[config.mk]
export PLATFORM = sky130hd
export DESIGN_NAME = fetch_top
export DESIGN_NICKNAME = d
export VERILOG_FILES = /design/src/source/fetch_pkg.sv /design/src/source/fetch_top.sv /design/src/source/fetch_unit.sv /design/src/source/fetch_predecode.sv /design/src/source/fetch_icache.sv
export SDC_FILE = /design/constraint.sdc
export NUM_CORES = 1
export LEC_CHECK = 0
export BUFFER_PORTS_ARGS = -buffer_cell sky130_fd_sc_hd__buf_2
export CORE_ASPECT_RATIO = 0.8
export CORE_MARGIN = 10
export CORE_UTILIZATION = 50
export DETAILED_ROUTE_END_ITERATION = 8
export PLACE_DENSITY = 0.7
export SLEW_MARGIN = 10
export SYNTH_ARGS = -nofsm -noshare
export SYNTH_HDL_FRONTEND = slang
export SYNTH_SLANG_ARGS = --single-unit
[constraint.sdc]
create_clock -name i_clock -period 6.9 [get_ports i_clock]
set_input_delay 0.69 -clock i_clock [delete_from_list [all_inputs] [get_ports i_clock]]
set_output_delay 0.69 -clock i_clock [all_outputs]
set_load 0.05 [all_outputs]
[src/source/fetch_pkg.sv]
package fetch_pkg;

	// Register file index
	typedef logic [4:0] register_t;

	// Fetch controller states
	typedef enum logic [1:0] {
		fetch_running   = 2'd0,
		fetch_wait_jump = 2'd1,
		fetch_wait_irq  = 2'd2
	} fetch_state_t;

	// Base opcodes, instruction bits [6:0]
	localparam logic [6:0] opcode_op     = 7'b0110011;
	localparam logic [6:0] opcode_op_imm = 7'b0010011;
	localparam logic [6:0] opcode_load   = 7'b0000011;
	localparam logic [6:0] opcode_store  = 7'b0100011;
	localparam logic [6:0] opcode_branch = 7'b1100011;
	localparam logic [6:0] opcode_lui    = 7'b0110111;
	localparam logic [6:0] opcode_auipc  = 7'b0010111;
	localparam logic [6:0] opcode_jal    = 7'b1101111;
	localparam logic [6:0] opcode_jalr   = 7'b1100111;
	localparam logic [6:0] opcode_system = 7'b1110011;

	// Exact encodings of the privileged system words
	localparam logic [31:0] instr_ecall = 32'h0000_0073;
	localparam logic [31:0] instr_wfi   = 32'h1050_0073;
	localparam logic [31:0] instr_mret  = 32'h3020_0073;

endpackage
[src/source/fetch_top.sv]
`timescale 1ns/10ps

module fetch_top #(
	parameter logic [31:0] RESET_VECTOR = 32'h0000_1000,
	parameter int          ICACHE_LINES = 16
) (
	input  logic                 i_clock,
	input  logic                 i_reset,
	input  logic                 i_jump,
	input  logic [31:0]          i_jump_pc,
	input  logic                 i_irq_pending,
	input  logic [31:0]          i_irq_pc,
	output logic                 o_irq_dispatched,
	output logic [31:0]          o_irq_epc,
	output logic                 o_bus_request,
	output logic [31:0]          o_bus_address,
	input  logic                 i_bus_ready,
	input  logic [31:0]          i_bus_rdata,
	input  logic                 i_busy,
	output logic                 o_strobe,
	output logic [31:0]          o_pc,
	output logic [31:0]          o_instruction,
	output fetch_pkg::register_t o_rs1,
	output fetch_pkg::register_t o_rs2,
	output fetch_pkg::register_t o_rd
);

	// Subsystem configuration is fixed here
	fetch_unit #(
		.RESET_VECTOR(RESET_VECTOR),
		.ICACHE_LINES(ICACHE_LINES)
	) u_fetch (
		.i_clock          (i_clock),
		.i_reset          (i_reset),
		.i_jump           (i_jump),
		.i_jump_pc        (i_jump_pc),
		.i_irq_pending    (i_irq_pending),
		.i_irq_pc         (i_irq_pc),
		.o_irq_dispatched (o_irq_dispatched),
		.o_irq_epc        (o_irq_epc),
		.o_bus_request    (o_bus_request),
		.o_bus_address    (o_bus_address),
		.i_bus_ready      (i_bus_ready),
		.i_bus_rdata      (i_bus_rdata),
		.i_busy           (i_busy),
		.o_strobe         (o_strobe),
		.o_pc             (o_pc),
		.o_instruction    (o_instruction),
		.o_rs1            (o_rs1),
		.o_rs2            (o_rs2),
		.o_rd             (o_rd)
	);

endmodule

[src/source/fetch_unit.sv]
`timescale 1ns/10ps

module fetch_unit #(
	parameter logic [31:0] RESET_VECTOR = 32'h0000_1000,
	parameter int          ICACHE_LINES = 16
) (
	input  logic                 i_clock,
	input  logic                 i_reset,

	// Control from execute
	input  logic                 i_jump,
	input  logic [31:0]          i_jump_pc,

	// Interrupt
	input  logic                 i_irq_pending,
	input  logic [31:0]          i_irq_pc,
	output logic                 o_irq_dispatched,
	output logic [31:0]          o_irq_epc,

	// Memory bus
	output logic                 o_bus_request,
	output logic [31:0]          o_bus_address,
	input  logic                 i_bus_ready,
	input  logic [31:0]          i_bus_rdata,

	// Output to decode
	input  logic                 i_busy,
	output logic                 o_strobe,
	output logic [31:0]          o_pc,
	output logic [31:0]          o_instruction,
	output fetch_pkg::register_t o_rs1,
	output fetch_pkg::register_t o_rs2,
	output fetch_pkg::register_t o_rd
);

	import fetch_pkg::*;

	fetch_state_t state;
	logic [31:0]  pc;
	logic [31:0]  pc_next;
	logic         last_pending;

	logic [31:0] icache_rdata;
	logic        icache_ready;
	logic        icache_stall;

	register_t pre_rs1;
	register_t pre_rs2;
	register_t pre_rd;
	logic      pre_is_control;
	logic      pre_is_trap_wait;

	logic accept;
	logic ordinary;
	logic irq_rise;
	logic dispatch_ordinary;
	logic dispatch_wait;

	fetch_icache #(
		.ICACHE_LINES(ICACHE_LINES)
	) u_icache (
		.i_clock       (i_clock),
		.i_reset       (i_reset),
		.i_pc          (pc),
		.i_stall       (icache_stall),
		.o_rdata       (icache_rdata),
		.o_ready       (icache_ready),
		.o_bus_request (o_bus_request),
		.o_bus_address (o_bus_address),
		.i_bus_ready   (i_bus_ready),
		.i_bus_rdata   (i_bus_rdata)
	);

	fetch_predecode u_predecode (
		.i_instruction  (icache_rdata),
		.o_rs1          (pre_rs1),
		.o_rs2          (pre_rs2),
		.o_rd           (pre_rd),
		.o_is_control   (pre_is_control),
		.o_is_trap_wait (pre_is_trap_wait)
	);

	assign icache_stall = i_busy || (state != fetch_running);
	assign pc_next = pc + 32'd4;

	// Cache ready already folds in the stall, so this implies fetch_running
	assign accept   = icache_ready;
	assign ordinary = accept && !pre_is_control && !pre_is_trap_wait;
	assign irq_rise = i_irq_pending && !last_pending;

	assign dispatch_ordinary = ordinary && irq_rise;
	assign dispatch_wait     = (state == fetch_wait_irq) && irq_rise;

	always_ff @(posedge i_clock) begin
		if (i_reset) begin
			state            <= fetch_running;
			pc               <= RESET_VECTOR;
			last_pending     <= 1'b0;
			o_strobe         <= 1'b0;
			o_irq_dispatched <= 1'b0;
		end else begin
			o_irq_dispatched <= dispatch_ordinary || dispatch_wait;
			case (state)
				fetch_running: begin
					if (accept) begin
						o_strobe <= ~o_strobe;
						pc       <= pc_next;
						if (pre_is_control) begin
							state <= fetch_wait_jump;
						end else if (pre_is_trap_wait) begin
							state <= fetch_wait_irq;
						end else begin
							// Safe point between ordinary instructions
							last_pending <= i_irq_pending;
							if (irq_rise) begin
								pc <= i_irq_pc;
							end
						end
					end
				end
				fetch_wait_jump: begin
					if (i_jump) begin
						pc    <= i_jump_pc;
						state <= fetch_running;
					end
				end
				fetch_wait_irq: begin
					last_pending <= i_irq_pending;
					if (irq_rise) begin
						pc    <= i_irq_pc;
						state <= fetch_running;
					end
				end
				default: begin
					state <= fetch_running;
				end
			endcase
		end
	end

	// Output payload, stable between strobe toggles
	always_ff @(posedge i_clock) begin
		if (accept) begin
			o_pc          <= pc;
			o_instruction <= icache_rdata;
			o_rs1         <= pre_rs1;
			o_rs2         <= pre_rs2;
			o_rd          <= pre_rd;
		end
	end

	// PC already points past the trap while waiting
	always_ff @(posedge i_clock) begin
		if (dispatch_ordinary) begin
			o_irq_epc <= pc_next;
		end else if (dispatch_wait) begin
			o_irq_epc <= pc;
		end
	end

endmodule

[src/source/fetch_predecode.sv]
`timescale 1ns/10ps

module fetch_predecode (
	input  logic [31:0]          i_instruction,
	output fetch_pkg::register_t o_rs1,
	output fetch_pkg::register_t o_rs2,
	output fetch_pkg::register_t o_rd,
	output logic                 o_is_control,
	output logic                 o_is_trap_wait
);

	import fetch_pkg::*;

	logic [6:0] opcode;
	logic [2:0] funct3;

	// Format classes
	logic is_r;
	logic is_i;
	logic is_s;
	logic is_b;
	logic is_u;
	logic is_j;
	logic is_csr;

	logic have_rs1;
	logic have_rs2;
	logic have_rd;

	assign opcode = i_instruction[6:0];
	assign funct3 = i_instruction[14:12];

	always_comb begin
		is_r = (opcode == opcode_op);
		is_i = (opcode == opcode_op_imm) || (opcode == opcode_load) ||
			(opcode == opcode_jalr);
		is_s = (opcode == opcode_store);
		is_b = (opcode == opcode_branch);
		is_u = (opcode == opcode_lui) || (opcode == opcode_auipc);
		is_j = (opcode == opcode_jal);
		// ECALL, WFI and MRET have funct3 zero and carry no registers
		is_csr = (opcode == opcode_system) && (funct3 != 3'b000);
	end

	always_comb begin
		have_rs1 = is_r || is_i || is_s || is_b || is_csr;
		have_rs2 = is_r || is_s || is_b;
		have_rd  = is_r || is_i || is_u || is_j || is_csr;
	end

	// Early register indices so the register file read can start
	always_comb begin
		o_rs1 = have_rs1 ? register_t'(i_instruction[19:15]) : register_t'(0);
		o_rs2 = have_rs2 ? register_t'(i_instruction[24:20]) : register_t'(0);
		o_rd  = have_rd  ? register_t'(i_instruction[11:7])  : register_t'(0);
	end

	// Anything that needs the execute stage to supply the next PC
	always_comb begin
		o_is_control = is_b || is_j || (opcode == opcode_jalr) ||
			(i_instruction == instr_mret);
	end

	// Fetch parks until an interrupt arrives
	always_comb begin
		o_is_trap_wait = (i_instruction == instr_ecall) ||
			(i_instruction == instr_wfi);
	end

endmodule

[src/source/fetch_icache.sv]
`timescale 1ns/10ps

module fetch_icache #(
	parameter int ICACHE_LINES = 16
) (
	input  logic        i_clock,
	input  logic        i_reset,

	// Lookup
	input  logic [31:0] i_pc,
	input  logic        i_stall,
	output logic [31:0] o_rdata,
	output logic        o_ready,

	// Memory bus
	output logic        o_bus_request,
	output logic [31:0] o_bus_address,
	input  logic        i_bus_ready,
	input  logic [31:0] i_bus_rdata
);

	localparam int INDEX_BITS = $clog2(ICACHE_LINES);
	localparam int TAG_BITS = 30 - INDEX_BITS;

	typedef enum logic {
		refill_idle,
		refill_busy
	} refill_state_t;

	refill_state_t refill_state;

	// One word per line
	logic [31:0]         data_array [ICACHE_LINES];
	logic [TAG_BITS-1:0] tag_array  [ICACHE_LINES];
	logic [ICACHE_LINES-1:0] line_valid;

	logic [INDEX_BITS-1:0] lookup_index;
	logic [TAG_BITS-1:0]   lookup_tag;
	logic                  lookup_hit;

	// Line being filled comes from the held bus address
	logic [INDEX_BITS-1:0] fill_index;
	logic [TAG_BITS-1:0]   fill_tag;

	assign lookup_index = i_pc[INDEX_BITS+1:2];
	assign lookup_tag   = i_pc[31:INDEX_BITS+2];
	assign fill_index   = o_bus_address[INDEX_BITS+1:2];
	assign fill_tag     = o_bus_address[31:INDEX_BITS+2];

	always_comb begin
		lookup_hit = line_valid[lookup_index] && (tag_array[lookup_index] == lookup_tag);
	end

	assign o_rdata = data_array[lookup_index];
	assign o_ready = lookup_hit && !i_stall;

	// Refill controller, request held until the bus answers
	always_ff @(posedge i_clock) begin
		if (i_reset) begin
			refill_state  <= refill_idle;
			o_bus_request <= 1'b0;
			line_valid    <= '0;
		end else begin
			case (refill_state)
				refill_idle: begin
					if (!lookup_hit && !i_stall) begin
						o_bus_request <= 1'b1;
						refill_state  <= refill_busy;
					end
				end
				refill_busy: begin
					// Completes even if a stall shows up meanwhile
					if (i_bus_ready) begin
						o_bus_request          <= 1'b0;
						line_valid[fill_index] <= 1'b1;
						refill_state           <= refill_idle;
					end
				end
				default: begin
					o_bus_request <= 1'b0;
					refill_state  <= refill_idle;
				end
			endcase
		end
	end

	// Address is captured when the miss starts
	always_ff @(posedge i_clock) begin
		if (refill_state == refill_idle && !lookup_hit && !i_stall) begin
			o_bus_address <= {i_pc[31:2], 2'b00};
		end
	end

	// Line write on the ready cycle
	always_ff @(posedge i_clock) begin
		if (refill_state == refill_busy && i_bus_ready) begin
			data_array[fill_index] <= i_bus_rdata;
			tag_array[fill_index]  <= fill_tag;
		end
	end

endmodule

# [Yosys cells after proc, flatten, opt, wreduce, memory -nomap -nowiden]
# Memory sizes are Yosys's and may differ from the RTL's. A register that Yosys moved wholly into a read port is not among the register bits.
# Cells that the tools add are included.
[classes] order_cmp=3 addsub=1 muxes=35 reduce_logical=48 eq_ne=24 n_bitwise=3
[op_table] cell="$mux W32" n=8
[op_table] cell="$pmux W32 S3" n=1
[op_table] cell="$add A32 B3 Y32 const B" n=1
[op_table] cell="$eq A32 B29 Y1 const B" n=1
[op_table] cell="$eq A32 B30 Y1 const B" n=1
[op_table] cell="$eq A32 B7 Y1 const B" n=1
[op_table] cell="$eq A7 B7 Y1 const B" n=4
[op_table] cell="$eq A26 B26 Y1" n=1
[op_table] cell="$eq A7 B6 Y1 const B" n=3
[op_table] cell="$logic_or A1 B1 Y1" n=18
[op_table] cell="$mux W4" n=4
[op_table] cell="$or A16 B16 Y16" n=1
[op_table] cell="$eq A7 B5 Y1 const B" n=2
[op_table] cell="$logic_and A1 B1 Y1" n=13
[op_table] cell="$reduce_and A4 Y1" n=3
[op_table] cell="$mux W1" n=11
[op_table] cell="$lt A4 B5 Y1 const B" n=2
[op_table] cell="$mux W2" n=5
[op_table] cell="$ne A2 B2 Y1 const B" n=5
[op_table] cell="$eq A7 B2 Y1 const B" n=1
[op_table] cell="$pmux W1 S2" n=3
[op_table] cell="$pmux W2 S3" n=1
[op_table] cell="$reduce_and A2 Y1" n=3
[op_table] cell="$reduce_bool A2 Y1" n=3
[op_table] cell="11 further kinds" n=18
[totals] word_cells=131 register_bits=196 n_memories=2 output_inout_bits=146 input_bits=102 mem_bits_rw=928
[memory_table] name="u_fetch.u_icache.data_array" words=16 word_bits=32 rd=1 rd_ports_with_merged_regs=1 wr=1 line_no="fetch_icache.sv:33" source="logic [31:0] data_array [ICACHE_LINES];"
[memory_table] name="u_fetch.u_icache.tag_array" words=16 word_bits=26 rd=1 rd_ports_with_merged_regs=1 wr=1 line_no="fetch_icache.sv:34" source="logic [TAG_BITS-1:0] tag_array [ICACHE_LINES];"

# [Logic depth before layout (Yosys ltp)]
# Gate-level depths: netlist (run 1).
[depth] ltp_word=9 depth_mapped=19 mapped_depth_nobuf=10

# [Modules after synthesis]
# From an unflattened synthesis (run 1), not the netlist that was laid out.
[unflattened] cells_unflattened=2241 area_unflattened_um2=44714.1
[modules_own_cells] mod="fetch_icache" cells_each=1621 area_per_inst_um2=37576.0 n_inst=1 seq_area_each_um2=29127.9
[modules_own_cells] mod="fetch_unit" cells_each=564 area_per_inst_um2=6784.0 n_inst=1 seq_area_each_um2=4073.9
[modules_own_cells] mod="fetch_predecode" cells_each=56 area_per_inst_um2=354.1 n_inst=1 seq_area_each_um2=0.0

# [Least setup slack after synthesis (run 1)]
# OpenSTA, ideal clock, no wires.
[synth_path] path_type="flip-flop to flip-flop" startpoint="register (tool-made name)" endpoint="register u_fetch.o_instruction[0], enable pin" path_stages_with_launch=15 setup_time_ns=0.517 required_time_ns=6.383 arrival_ns=6.959 path_slack_ns=-0.576 path_buffers=7 synth_period_minus_slack_ns=7.476 path_cell_list="dfxtp_1 buf_6 buf_8 buf_6 buf_6 buf_6 buf_6 buf_2 mux4_2 a221oi_2 xnor2_1 or4b_1 or4_1 or3_1 nor2_1"
[synth_lines] element="end signal, assigned" line_no="fetch_unit.sv:145" source="o_instruction <= icache_rdata;"
[synth_lines] element="end, declared" line_no="fetch_unit.sv:30" source="output logic [31:0] o_instruction,"

==> summary.md, run 1 <==
The detailed router placed 24,779 vias in this run. The via count of the first global-routing pass was 24,923. In the synthesized netlist the dominant register cell turns out to be sky130_fd_sc_hd__edfxtp_1. After detailed routing, the number of vias per cell comes to 6.313. The number of warnings reported in the yosys synthesis log was 0; the number of rows created at floorplan was 98. The H-tree was split into 3 levels. The area of the die is 0.1024 mm2.

Gates resized during post-CTS repair numbered 0. The path class of the lowest-slack min-delay path is in2reg. The biggest area contributor in the post-synthesis netlist is sky130_fd_sc_hd__edfxtp_1.

The cell with the largest stage delay on the worst path was sky130_fd_sc_hd__dfxtp_4. Starting density of the core: 0.5035. For the final routed database, the setup TNS stands at 0 ns. The tools report the global placement routability congestion as 0.8978. The worst-path maximum fanout is 50, and the area inside the core boundary is 0.08927 mm2. Counting instances in the post-synthesis netlist gives the leading cell types as 1,069 x sky130_fd_sc_hd__edfxtp_1, 222 x sky130_fd_sc_hd__mux4_2, 92 x sky130_fd_sc_hd__nor2_1.

The post-route minimum period was 5.391 ns. TritonCTS built the clock tree. After the first detailed-routing iteration, the DRC count stood at 3,280. The top cell type's share of synthesized area is 0.7142. The count of unique library cells instantiated by Yosys is 75. The final period utilization is 0.7814.

Max-cap violations in this run came to 0. The fraction of final layout cells with drive strength greater than 1 works out to 0.2693. The pin slew with the least headroom to its limit was 1.167 ns; the remaining global-route overflow was 0. The worst endpoint required time is 7.20 ns, and the height of the die is 288.2 um.

In this run the count of I/O pins placed on the die edge is 248. Setup repair after global routing left no endpoint under its margin. For the number of pins with negative max-slew slack in the final report, the log shows 0.

At the later pin of the worst-skew pair, clock insertion delay measures 0.69 ns. The run gives 2,359 as the gate count after technology mapping. Type of the worst setup path: reg2reg. By area the synthesized netlist is led by sky130_fd_sc_hd__edfxtp_1 71%, sky130_fd_sc_hd__mux4_2 11%, sky130_fd_sc_hd__dfxtp_1 2.6%, sky130_fd_sc_hd__mux2i_1 1.7%, sky130_fd_sc_hd__xnor2_1 1.4%.

The relative max-transition margin came out at 0.2017. Count of endpoints failing hold in the final timing report: 0. The share of flip-flops with an asynchronous set or reset after synthesis is 0.

Dividing the detail-routed wire length by the instance count gives 30.32 um. For the total global routing track utilization, the log shows 0.2286. The count of nets left with antenna violations once routing finished came out at 0.

STA classifies the critical path startpoint as a register. The largest single stage delay on the critical path is 0.77 ns. Post-CTS timing repair inserted 0 buffers for setup.

Walking the worst path, the cells encountered are buf_12, buf_4, mux4_2, mux4_2, xnor2_1, nand3b_1, or4_1, or3_1, nor2_4, buf_4. Post-layout utilization of the core: 0.5710. The logs give 0 for the number of DRC violations after detailed routing and 0.1855 GHz for the highest clock frequency the design can meet. The netlist area before placement is 0.04495 mm2.

At the worst endpoint, the arrival time is 5.69 ns. The clock slew seen by the registers of the worst setup and hold paths came out at 0.06 ns. The run gives 172,800 um as the wire length of the first global-routing pass.

The final layout contains routed wiring with a total length of 119,000 um. The critical path endpoint category was a register. In this run the horizontal extent of the chip is 355.2 um.

The analysis attributes to cell leakage a power of 16.27 nW. The post-synthesis sequential area ratio was 0.7404. For this design, the sink count on the clock tree is 1,128. sky130_fd_sc_hd__edfxtp_1 is the most common cell in the netlist. The run finished with clean final reports. Once detailed placement completed, the half-perimeter wirelength came to 71,070 um.

For the number of antenna violations at the first check in global routing, the log shows 11. Counting along the longest clock path gives a buffer depth of 3. For the number of buffers created by CTS, the log shows 109.

The number of hold buffers added after CTS was 0. The synthesized flop and latch total is 1,128, and the maximum vdd ir drop is 0.2231 mV. The tools report the root buffer selected by CTS as sky130_fd_sc_hd__clkbuf_16. Counting flops with a built-in enable in the synthesized netlist gives 1,069. The first TritonRoute pass finished after 6 iterations. Entering global routing, the biggest net connects 77 pins. Dividing total power by cell area gives a power density of 284.8 mW/mm2. The worst clock skew was 0.02995 ns; the number of endpoints failing setup at the final stage was 0. The area added between synthesis and finish was 13.40%; the number of nets in the finished design was 2,736. Input and output buffers added on the ports amount to 245.

Averaged over all synthesized cells, the footprint is 19.05 um2.
## cells by family (layout without fill, tap and decap cells)
family                     Yosys count  in the layout  share of synthesized area
DFF                               1128           1128                     0.7404
buffers and inverters              173            531                    0.01929
muxes                              309            309                     0.1309
other                                1              9                 0.00008343
xor gates and xnor gates            80             80                    0.01559
and+or+nand+nor                    366            366                    0.04251
AOI/OAI and AO/OA                  297            297                    0.04983
adders and majority gates            5              5                   0.001392
## cell type report
| class | instances | area, um2 |
|---|---|---|
| well taps | 1200 | 1501 |
| flip-flops and latches | 1128 | 33290 |
| multi-input cells | 1059 | 10930 |
| diodes | 7 | 17.52 |
| repair buffers | 306 | 1747 |
| inverters | 25 | 93.84 |
| fillers | 6660 | 38290 |
| clock inverters | 62 | 445.4 |
| clock buffers | 138 | 2940 |
## cells in the final DEF, fill, tap and decap left out, types with 20 or more instances in the layout
master / n
sky130_fd_sc_hd__a22oi_1: 45
sky130_fd_sc_hd__mux2i_1: 77
sky130_fd_sc_hd__buf_4: 56
sky130_fd_sc_hd__and3_1: 20
sky130_fd_sc_hd__clkbuf_16: 112
sky130_fd_sc_hd__a21oi_1: 44
sky130_fd_sc_hd__nand3_1: 34
sky130_fd_sc_hd__buf_2: 245
sky130_fd_sc_hd__inv_1: 23
sky130_fd_sc_hd__nand2_1: 71
sky130_fd_sc_hd__clkinv_1: 27
sky130_fd_sc_hd__o21ai_0: 34
sky130_fd_sc_hd__nor2b_1: 20
sky130_fd_sc_hd__xnor2_1: 72
sky130_fd_sc_hd__dfxtp_1: 55
sky130_fd_sc_hd__a22o_1: 42
sky130_fd_sc_hd__clkbuf_1: 22
sky130_fd_sc_hd__clkinv_2: 20
sky130_fd_sc_hd__o31a_1: 27
sky130_fd_sc_hd__o2bb2ai_1: 30
sky130_fd_sc_hd__nor2_1: 78
sky130_fd_sc_hd__mux4_2: 222
sky130_fd_sc_hd__edfxtp_1: 1069
## per-stage QoR
| stage | cell area [um2] | setup WS [ns] | instances | total power [mW] | hold WS (ns) |
|---|---|---|---|---|---|
| 2_1_floorplan | 44960 | 0.7386 | 2360 | 8.567 | 0.4237 |
| 3_3_place_gp | 47570 | 1.637 | 3718 | 8.936 | 0.4490 |
| 3_5_place_dp | 47570 | 1.514 | 3718 | 8.970 | 0.4598 |
| 4_1_cts | 50950 | 1.491 | 3918 | 14.59 | 0.2574 |
| 5_1_grt | 50960 | 1.289 | 3921 | 14.94 | 0.3059 |
| 6_report | 50970 | 1.509 | 3925 | 14.52 | 0.2942 |
## critical path: cells and delay by family (launching register included)
kind / cells / cell delay [ns]
buffers and inverters: 3 / 1.44
and+or+nand+nor: 4 / 1.26
muxes: 2 / 0.93
DFF: 1 / 0.77
xor gates and xnor gates: 1 / 0.36
## report_power, final
part	switching (mW)	leakage (nW)	total, mW	internal (mW)
registers	0.162	10.2	7.79	7.62
logic	0.664	4.39	1.06	0.394
clock network	2.48	1.65	5.67	3.19
## flip-flops by register name, summed over array words and instances (netlist names), 2 cells and up, named ones only
signal	flops
u_fetch.o_rd	5
u_fetch.o_pc	32
u_fetch.u_icache.o_bus_address	30
u_fetch.u_icache.tag_array	416
u_fetch.pc	32
u_fetch.o_instruction	32
u_fetch.o_rs2	5
u_fetch.u_icache.line_valid	16
u_fetch.o_irq_epc	32
u_fetch.u_icache.data_array	512
u_fetch.o_rs1	5
u_fetch.state	2
## path summary, 6_finish.rpt
path | to | slack (ns) | start | cells after the start
min | u_fetch.last_pending | 0.29 | i_irq_pending | 3
max reg2reg | u_fetch.o_instruction[0] | 1.51 | register | 10
max | u_fetch.o_instruction[0] | 1.51 | register | 10
min reg2reg | u_fetch.u_icache.line_valid[10] | 0.47 | u_fetch.u_icache.line_valid[10] | 2
## routing by layer
metal | wire, um | part of all wire | global-route usage
met5 | 23 | 0.00019 | 0
met4 | 3063 | 0.026 | 0.06393
met3 | 11650 | 0.098 | 0.05259
met2 | 57700 | 0.48 | 0.3651
met1 | 46580 | 0.39 | 0.3161
Note: power is estimated with default switching activity, not from simulation.
==> run 2, diff against run 1 <==
PLACE_DENSITY = 0.67   (was 0.7)
clock period = 5.1 ns   (was 6.9 ns; I/O delays follow)
==> summary.md, run 2 (synthesis results as in run 1) <==
The width of the chip came out at 355.2 um (unchanged). The largest net degree at the start of global routing came out at 60 (-22%). The worst clock skew came out at 0.03673 ns (+0.006780 ns). The worst setup path is of the reg2reg kind. For the post-route antenna net violation count, the log shows 0 (unchanged). For hold timing, the worst endpoint is u_fetch.last_pending.

Final period utilization: 0.9476 (+0.1663). The flip-flop count of the largest register after layout was 512 (unchanged). The number of max-capacitance violations reported is 0 (unchanged). The number of DRC violations after detailed routing is 0 (unchanged). The post-route minimum period is 4.833 ns (-0.5585 ns), and the arrival time reported for the critical path endpoint is 5.37 ns (-0.32 ns). For the TritonCTS sink count, the log shows 1,128 (unchanged).

The overall power consumption was 19.91 mW (+37%). The number of antenna violations at the first check in global routing was 7 (-4). The number of rows created at floorplan was 98 (unchanged). The remaining global-route overflow is 0 (unchanged), and the area of the die is 0.1024 mm2 (unchanged). The tools report the critical path endpoint category as a register.

The number of cells on the worst reg-to-reg path was 10 (unchanged); the wire length of the first global-routing pass was 174,100 um (+0.73%). The power density relative to cell area is 385.7 mW/mm2 (+35%). The path class of the lowest-slack min-delay path was in2reg. The logs give 0.5035 (unchanged) for the starting density of the core and 0.05161 mm2 (+1.2%) for the area of all placed cells without fillers. The number of pins with negative max-slew slack in the final report was 0 (unchanged); the number of nets in the finished design was 2,781 (+1.6%). The worst-skew pair later-pin latency came out at 0.69 ns (about the same). The worst hold path stage count was 3 (unchanged); the setup TNS was 0 ns (unchanged). For the post-cts repair resize count, the log shows 0 (unchanged).

Register with the most flip-flops: u_fetch.u_icache.data_array. The area added between synthesis and finish was 14.81%. The relative max-transition margin was 0.1923 (-0.009428); the buffer depth of the longest clock path was 3 (unchanged). The clock slew seen by the registers of the worst setup and hold paths works out to 0.07 ns (about the same). The reported leakage power was 16.60 nW (+2.0%); the per-cell routed wire length was 30.33 um (about the same). The post-layout utilization of the core came out at 0.5781 (+0.007135).

The logs give 0.08927 mm2 (unchanged) for the area inside the core boundary and 120,400 um (+1.1%) for the final wirelength. The run gives 0.04812 mm2 (+1.2%) as the placed standard-cell area. TritonCTS built the clock tree. The maximum vdd ir drop is 0.2618 mV (+17%), and the number of endpoints failing setup at the final stage is 0 (unchanged).

The top cell types in the final layout, fill and taps aside, are 1,069 x sky130_fd_sc_hd__edfxtp_1, 245 x sky130_fd_sc_hd__buf_2, 222 x sky130_fd_sc_hd__mux4_2, 109 x sky130_fd_sc_hd__clkbuf_16, 89 x sky130_fd_sc_hd__buf_4. The logs give 0 (unchanged) for the post-CTS setup buffer count and 3,122 (-4.8%) for the first-iteration detailed-routing DRC count. The via count of the first global-routing pass came out at 25,269 (+1.4%).

The startpoint identified for the worst hold timing path is i_irq_pending. The placed wire-length estimate after detailed placement was 72,700 um (+2.3%). For the number of buffers created by CTS, the log shows 107 (-1.8%). The worst-path maximum fanout was 20 (-60%); the global placement routability congestion was 0.8892 (-0.96%). The reg2reg setup slack is 0.27 ns (-1.24 ns). The sort of element at the start of the critical path is a register. For the count of endpoints failing hold in the final timing report, the log shows 0 (unchanged). Clock tree synthesis selected as its root buffer the cell sky130_fd_sc_hd__clkbuf_16.

The worst endpoint required time was 5.64 ns (-1.56 ns); the post-cts hold buffer count was 0 (unchanged). Highest clock frequency the design can meet: 0.2069 GHz (+12%). The largest registers in the layout are u_fetch.u_icache.data_array x512, u_fetch.u_icache.tag_array x416.

The fraction of final layout cells with drive strength greater than 1 was 0.2834 (+0.01413); the height of the die was 288.2 um (unchanged). The number of buffer cells added on primary ports works out to 245 (unchanged). The run finished with clean final reports. Number of iterations in the first detailed-routing pass: 7 (+1).

Setup repair after global routing left no endpoint under its margin. For the total vias in the final route, the log shows 24,824 (+0.18%). Leaving out fill and tap cells, the most frequent cell in the layout is sky130_fd_sc_hd__edfxtp_1. The mean number of vias per cell was 6.254 (-0.93%). The pin slew with the least headroom to its limit is 1.209 ns (+0.04146 ns), and the H-tree depth is 3 (unchanged). The total global routing track utilization came out at 0.2310 (+0.002439).

The I/O pin count came out at 248 (unchanged).
[run 2: cell types whose count changed in the layout (fill, tap and decap cells not counted), sizes merged]
cell / delta
clkinvlp: +2
inv: -3
diode: -4
clkbuf: -8
clkinv: +4
buf: +47
bufinv: +6
[run 2: per-stage QoR]
step                instances  setup slack (ns)  hold slack, ns
detailed placement       3765            0.3108          0.4604
global placement         3765            0.2754          0.4458
floorplan                2360           0.01381          0.4237
CTS                      3966            0.2588         0.07961
global route             3969           0.09931          0.1055
finish                   3969            0.2672          0.1222
[run 2: how the worst max path moves through the flow]
stage and endpoint:
2_1_floorplan u_fetch.o_instruction[0], 3_3_place_gp register, 3_5_place_dp register, 4_1_cts register
5_1_grt u_fetch.o_pc[3], 6_report register
[run 2: per-layer routing]
metal / GRT usage / routed length [um] / share of wire
met3: 0.04970 / 10830 / 0.090
met4: 0.05498 / 2451 / 0.020
met2: 0.3729 / 58630 / 0.49
met1: 0.3223 / 48460 / 0.40
met5: 0 / 12 / 0.00010
[run 2: layout make-up]
class / count / area (um2)
inverters: 25 / 93.84
diodes: 3 / 7.507
repair buffers: 353 / 2275
well taps: 1200 / 1501
clock buffers: 130 / 2806
fillers: 6635 / 37660
flip-flops and latches: 1128 / 33290
clock inverters: 71 / 675.6
multi-input cells: 1059 / 10950
[run 2: critical path, stage by stage (launching register included)]
cell and delay (ns):
sky130_fd_sc_hd__dfxtp_4 0.61, sky130_fd_sc_hd__buf_12 0.26, sky130_fd_sc_hd__buf_12 0.22, sky130_fd_sc_hd__mux4_2 0.55, sky130_fd_sc_hd__mux4_2 0.62, sky130_fd_sc_hd__nor2_1 0.47
sky130_fd_sc_hd__a32oi_1 0.34, sky130_fd_sc_hd__or4_1 0.88, sky130_fd_sc_hd__nand3_1 0.19, sky130_fd_sc_hd__o21ai_1 0.10, sky130_fd_sc_hd__a221o_1 0.38
[run 2: power by group]
| part | switching (mW) | internal (mW) |
|---|---|---|
| Sequential | 0.198 | 10.3 |
| Clock | 3.41 | 4.48 |
| Combinational | 0.937 | 0.571 |
| Total | 4.54 | 15.4 |
